**src/logic/cache_pkg.sv**
```systemverilog
`default_nettype none

package cache_pkg;

    ////////////////////////////////////////
    // Fixed widths
    ////////////////////////////////////////
    localparam int DATA_WIDTH = 32;     // Word size in bits
    localparam int ADDR_WIDTH = 30;     // Word address
    localparam int BE_WIDTH   = DATA_WIDTH / 8;

    // Instruction fetch
    typedef struct packed {
        logic [ADDR_WIDTH-1:0] addr;
    } ic_req_t;

    // Data access, 67 bits
    typedef struct packed {
        logic [ADDR_WIDTH-1:0] addr;
        logic                  write;
        logic [BE_WIDTH-1:0]   byte_en;
        logic [DATA_WIDTH-1:0] wdata;
    } dc_req_t;

    typedef struct packed {
        logic [DATA_WIDTH-1:0] data;
    } rsp_t;

    ////////////////////////////////////////
    // Array interface
    ////////////////////////////////////////
    typedef enum logic [1:0] {
        OP_LOOKUP,
        OP_WRITE,
        OP_FILL
    } array_op_e;

    typedef struct packed {
        array_op_e             op;
        logic                  way;
        logic [BE_WIDTH-1:0]   byte_en;
        logic [DATA_WIDTH-1:0] wdata;
    } array_cmd_t;

    typedef struct packed {
        logic                  hit;
        logic                  hit_way;
        logic                  victim_way;
        logic                  victim_valid;
        logic                  victim_dirty;
        logic [ADDR_WIDTH-1:0] victim_tag;  // Zero-extended
        logic [DATA_WIDTH-1:0] word;
    } lookup_t;

    typedef enum logic [2:0] {
        ST_IDLE,
        ST_WRITEBACK,
        ST_DC_FILL,
        ST_IC_FILL,
        ST_RESPOND
    } miss_state_e;

endpackage

`default_nettype wire
```
**src/logic/miss_controller.sv**
```systemverilog
`timescale 1ns/1ps
`default_nettype none

module miss_controller #(
    parameter int OFFSET_WIDTH = 3,
    parameter int INDEX_WIDTH  = 6
) (
    input  wire logic                                          clk,
    input  wire logic                                          rst,
    // Instruction side
    input  wire logic                                          ic_req_valid,
    input  wire cache_pkg::ic_req_t                            ic_req,
    output logic                                               ic_req_ready,
    output logic                                               ic_rsp_valid,
    output cache_pkg::rsp_t                                    ic_rsp,
    // Data side
    input  wire logic                                          dc_req_valid,
    input  wire cache_pkg::dc_req_t                            dc_req,
    output logic                                               dc_req_ready,
    output logic                                               dc_rsp_valid,
    output cache_pkg::rsp_t                                    dc_rsp,
    // Arrays
    input  wire cache_pkg::lookup_t                            ic_result,
    input  wire cache_pkg::lookup_t                            dc_result,
    input  wire logic [(cache_pkg::DATA_WIDTH<<OFFSET_WIDTH)-1:0] dc_victim_block,
    output cache_pkg::array_cmd_t                              ic_cmd,
    output cache_pkg::array_cmd_t                              dc_cmd,
    // Memory
    output logic                                               ram_req_valid,
    output logic                                               ram_write,
    output logic [cache_pkg::ADDR_WIDTH-1:0]                   ram_addr,
    output logic [(cache_pkg::DATA_WIDTH<<OFFSET_WIDTH)-1:0]   ram_wblock,
    input  wire logic                                          ram_ack
);

    import cache_pkg::*;

    localparam int TAG_WIDTH = ADDR_WIDTH - OFFSET_WIDTH - INDEX_WIDTH;

    miss_state_e state;
    miss_state_e state_next;

    logic ic_miss;
    logic dc_miss;
    logic dc_wb_needed;
    logic all_hit;
    logic ic_accept;
    logic dc_accept;

    logic [INDEX_WIDTH-1:0] dc_index;

    ////////////////////////////////////////
    // Lookup combine
    ////////////////////////////////////////
    assign ic_miss      = ic_req_valid && !ic_result.hit;
    assign dc_miss      = dc_req_valid && !dc_result.hit;
    assign dc_wb_needed = dc_result.victim_valid && dc_result.victim_dirty;
    assign all_hit      = !ic_miss && !dc_miss;

    // Both sides released together, only when something is asking
    assign ic_req_ready = (state == ST_IDLE) && all_hit && (ic_req_valid || dc_req_valid);
    assign dc_req_ready = ic_req_ready;

    assign ic_accept = ic_req_valid && ic_req_ready;
    assign dc_accept = dc_req_valid && dc_req_ready;

    ////////////////////////////////////////
    // State machine
    ////////////////////////////////////////
    always_comb begin
        state_next = state;
        unique case (state)
            ST_IDLE: begin
                if (dc_miss && dc_wb_needed) begin
                    state_next = ST_WRITEBACK;
                end else if (dc_miss) begin
                    state_next = ST_DC_FILL;
                end else if (ic_miss) begin
                    state_next = ST_IC_FILL;
                end
            end
            ST_WRITEBACK: if (ram_ack) state_next = ST_DC_FILL;
            ST_DC_FILL: begin
                if (ram_ack) begin
                    state_next = ic_miss ? ST_IC_FILL : ST_RESPOND;
                end
            end
            ST_IC_FILL: if (ram_ack) state_next = ST_RESPOND;
            ST_RESPOND: state_next = ST_IDLE;     // Arrays settle after the fill
            default:    state_next = ST_IDLE;
        endcase
    end

    always_ff @(posedge clk) begin
        if (rst) begin
            state <= ST_IDLE;
        end else begin
            state <= state_next;
        end
    end

    ////////////////////////////////////////
    // Array commands
    ////////////////////////////////////////
    always_comb begin
        ic_cmd.op      = OP_LOOKUP;
        ic_cmd.way     = ic_result.victim_way;
        ic_cmd.byte_en = '0;
        ic_cmd.wdata   = '0;              // Never written from the CPU
        if (state == ST_IC_FILL && ram_ack) begin
            ic_cmd.op = OP_FILL;
        end
    end

    always_comb begin
        dc_cmd.op      = OP_LOOKUP;
        dc_cmd.way     = dc_result.hit_way;
        dc_cmd.byte_en = dc_req.byte_en;
        dc_cmd.wdata   = dc_req.wdata;
        if (dc_accept && dc_req.write) begin
            dc_cmd.op = OP_WRITE;         // Store lands in the accept cycle
        end else if (state == ST_DC_FILL && ram_ack) begin
            dc_cmd.op  = OP_FILL;
            dc_cmd.way = dc_result.victim_way;
        end
    end

    ////////////////////////////////////////
    // Responses
    ////////////////////////////////////////
    always_ff @(posedge clk) begin
        if (rst) begin
            ic_rsp_valid <= 1'b0;
            dc_rsp_valid <= 1'b0;
        end else begin
            ic_rsp_valid <= ic_accept;
            dc_rsp_valid <= dc_accept && !dc_req.write;   // Stores are silent
        end
    end

    always_ff @(posedge clk) begin
        ic_rsp.data <= ic_result.word;
        dc_rsp.data <= dc_result.word;
    end

    ////////////////////////////////////////
    // Memory port
    ////////////////////////////////////////
    assign dc_index = dc_req.addr[OFFSET_WIDTH +: INDEX_WIDTH];

    assign ram_req_valid = (state == ST_WRITEBACK) || (state == ST_DC_FILL) ||
                           (state == ST_IC_FILL);
    assign ram_write     = (state == ST_WRITEBACK);
    assign ram_wblock    = dc_victim_block;

    always_comb begin
        case (state)
            ST_WRITEBACK: ram_addr = {dc_result.victim_tag[TAG_WIDTH-1:0], dc_index,
                                      {OFFSET_WIDTH{1'b0}}};
            ST_IC_FILL:   ram_addr = {ic_req.addr[ADDR_WIDTH-1:OFFSET_WIDTH],
                                      {OFFSET_WIDTH{1'b0}}};
            default:      ram_addr = {dc_req.addr[ADDR_WIDTH-1:OFFSET_WIDTH],
                                      {OFFSET_WIDTH{1'b0}}};
        endcase
    end

    ////////////////////////////////////////
    // Checks
    ////////////////////////////////////////

    // Depends on the CPU holding its request and the arrays staying still
    a_ram_req_stable: assert property (
        @(posedge clk) disable iff (rst)
        (ram_req_valid && !ram_ack) |=>
            (ram_req_valid && $stable(ram_addr) && $stable(ram_write) &&
             (!ram_write || $stable(ram_wblock)))
    );

    // A transfer ends in another fill step or the settle cycle, never in a handshake
    a_no_ready_after_ack: assert property (
        @(posedge clk) disable iff (rst)
        ram_ack |=> !(ic_req_ready || dc_req_ready)
    );

endmodule

`default_nettype wire

```
**config.mk**
```make
export PLATFORM = sky130hd
export DESIGN_NAME = miss_controller
export DESIGN_NICKNAME = d
export VERILOG_FILES = /design/src/logic/cache_pkg.sv /design/src/logic/miss_controller.sv
export SDC_FILE = /design/constraint.sdc
export NUM_CORES = 1
export LEC_CHECK = 0
export BUFFER_PORTS_ARGS = -buffer_cell sky130_fd_sc_hd__buf_2
export CORE_AREA = 5 5 360 362
export DETAILED_ROUTE_END_ITERATION = 8
export DIE_AREA = 0 0 365 367
export HOLD_SLACK_MARGIN = 0.06
export PLACE_DENSITY_LB_ADDON = 0.12
export SYNTH_ARGS = -nofsm -noshare
export SYNTH_HDL_FRONTEND = slang
export SYNTH_SLANG_ARGS = --single-unit
```
**constraint.sdc**
```tcl
create_clock -name clk -period 1.9 [get_ports clk]
set_input_delay 0.095 -clock clk [delete_from_list [all_inputs] [get_ports clk]]
set_output_delay 0.095 -clock clk [all_outputs]
set_load 0.01 [all_outputs]
```
==> results.toml <==
[critical_path]
crit_path_max_incr_delay_ns = 0.56
reg2reg_slack_ns = 0.12
crit_path_end_kind = "primary output"
reg2reg_depth = 5
worstPathArrival_ns = 1.75
r2r_end = "dc_rsp_valid"
worstPathRequired_ns = 1.80
crit_fanout = 5
crit_path_frequent_cell = "buf_2"
reg2reg_from = "state[2]"
critPathLaunchType = "input port"
critical-path-slowest-cell = "dlygate4sd3_1"
critical_path.cell_chain = "dlygate4sd3_1 > buf_2 > nand2_1 > nor3_4 > mux2_2 > buf_2"
worst-setup-path-type = "input port to primary output"

[sta]
finalSetupViolCount = 0
rsz0062_at_grt = "no"
fin_crit_sh_pct = 97.09
final_hold_viol_count = 0
max_freq_ghz = 0.5421
fin_skew_ns = 0.003329
post-route-min-period_ns = 1.845
timing.setup.tns_ns = 0
slew_violations = 0

[synthesis]
yosysMostFrequentCell = "buf_4"
netlist_top_cells_count = "buf_4, dfxtp_1, nand2_1"
ys_async_sr_fraction_pct = 0
synth.top_cell.area_share_pct = 53.50
synthCells = 520
synth-seq-area-share_pct = 29.47
ys.flop_type = "dfxtp_1"
synthTopCellsByArea = "buf_4, dfxtp_1, mux2i_1"
synth_seq_cells = 69
yosysUniqueCellTypes = 29
synth_top_area_cell = "buf_4"
yosys_warnings = 0
synth_edf_count = 0
netlist_area_um2 = 4687
avgSynthCellArea_um2 = 9.013

[die]
die-area_um2 = 134000
fp.dieH_um = 367
rows = 131
core_area_um2 = 126400
ios = 926
initial_core_util_pct = 3.709
chipWidth_um = 365

[power_and_ir_drop]
leakage_nw = 2.568
power_density_nw_per_um2 = 697.1
ir_drop_mv = 0.4125

[layout]
final_nets = 1054
final_cell_area_um2 = 6803
area_growth_pct = 45.14
drive_above_1_share_pct = 53.44

[clock_network]
cts_root_buffer = "clkbuf_16"
cts_sinks = 69
cts_setup_buffers = 0
cts_inserted_buffers = 9
clk_path_buf_depth = 2
cts_tree = "yes"
cts_max_level = 3
clock_latency_ns = 0.36

[routing]
first_pass_iters = 3
routed_wirelength_um = 33620
detail-route-antenna-nets = 0
drc = 0
vias_per_cell = 1.445
drt_iter0_drc = 59
wl_per_cell_um = 15.08
num_vias = 3222

[global_routing]
grt_usage_pct = 4.681
grt_first_pass_wirelength_um = 38670
grt_pass1_vias = 3352
antenna_found_initial = 0
grt_overflow = 0
grt_max_degree = 22

[worst_hold_path]
hold_path_end = "ram_wblock[113]"
worstHoldStart = "dc_victim_block[113]"
hold_path_class = "input port to primary output"
min_path_cells = 0

[run]
cap_violations = 0

[placed_design]
gp_congestion = 0.7605
placed_area_um2 = 5725
numPortBuffers = 251
hpwl_um = 30690

[status]
outcome = "completed"
## report_power, final
group / switching [mW] / internal [mW] / total [mW]
Clock: 0.720 / 1.18 / 1.90
Combinational: 0.658 / 0.595 / 1.25
Sequential: 0.0509 / 1.54 / 1.59
Total: 1.43 / 3.31 / 4.74
## layer usage
layer / part of all wire, % / track usage (%)
met1: 17 / 1.945
met2: 50 / 8.610
met4: 5.0 / 2.809
met3: 28 / 5.697
met5: 0.40 / 0.7262
## state kept, by name, indices dropped and copies added, names as in the netlist
name and flops:
ic_rsp_valid 1, dc_rsp 32, dc_rsp_valid 1, state 3, ic_rsp 32
## cell families after synthesis
logic type             Yosys count  synth area share (%)
flip-flops                      69                 29.47
multiplexers                    28                 6.167
AO/OA/AOI/OAI                   27                 3.390
other                            1               0.08001
AND/OR/NAND/NOR                 50                 5.446
buffers and inverters          345                 55.45
## metrics by stage
stage	utilization (%)	std cells	hold WS (ns)	power, mW	setup slack, ns
5_1_grt	5.381	2229	0.1900	5.065	0.008429
2_1_floorplan	-	559	0.1227	2.814	0.6001
4_1_cts	5.368	2229	0.1901	4.946	0.009245
3_5_place_dp	4.531	2143	0.1901	2.762	0.06413
6_report	5.383	2230	0.1900	4.742	0.05521
3_3_place_gp	4.531	2143	0.1901	2.784	0.009762
## timing repair
action                                  4_1_cts  5_1_grt
endpoints found under the hold margin        68        0
gates resized for setup                      10        5
endpoints found under the setup margin       13        7
hold buffers                                 70        0
## final cells by class
| cell class | instances | area, µm² |
|---|---|---|
| antenna | 1 | 2.502 |
| timing repair buffer | 336 | 2111 |
| clock inverter | 6 | 86.33 |
| multi-input combinational | 145 | 893.4 |
| fill | 14950 | 119600 |
| clock buffer | 10 | 239.0 |
| tap | 1662 | 2079 |
| sequential | 69 | 1388 |
| inverter | 1 | 3.754 |
## worst max path at each step
stage / depth (start not counted) / startpoint / slack [ns] / endpoint
6_report: 6 / ram_ack / 0.06 / dc_cmd[36]
3_5_place_dp: 4 / state[0] / 0.06 / ram_addr[11]
5_1_grt: 6 / ram_ack / 0.008 / dc_cmd[36]
4_1_cts: 5 / state[1] / 0.009 / ram_addr[15]
3_3_place_gp: 4 / state[0] / 0.01 / ram_addr[11]
2_1_floorplan: 3 / state[2] / 0.60 / dc_cmd[36]
## placed cells by master (no fill, tap or decap), drive strengths merged
master and count:
clkinvlp 1, mux2 7, dfxtp 69, diode 1, nand3 2, mux2i 21
nor4b 1, clkbuf 10, o21ai 21, nand3b 1, bufinv 2, dlygate4sd3 70
nor2 9, or3 1, nor3b 1, nand2b 3, a2bb2oi 1, o31ai 3
clkinv 3, conb 40, a31o 1, a211o 1, buf 266, and2 1
nor2b 3, nor3 4, inv 1, nor4 1, nand2 23
## critical path, delay by kind of cell
kind / cells / cell delay [ns]
buffers and inverters: 3 / 0.89
muxes: 1 / 0.43
and+or+nand+nor: 2 / 0.34
(Power assumes the default switching activity.)
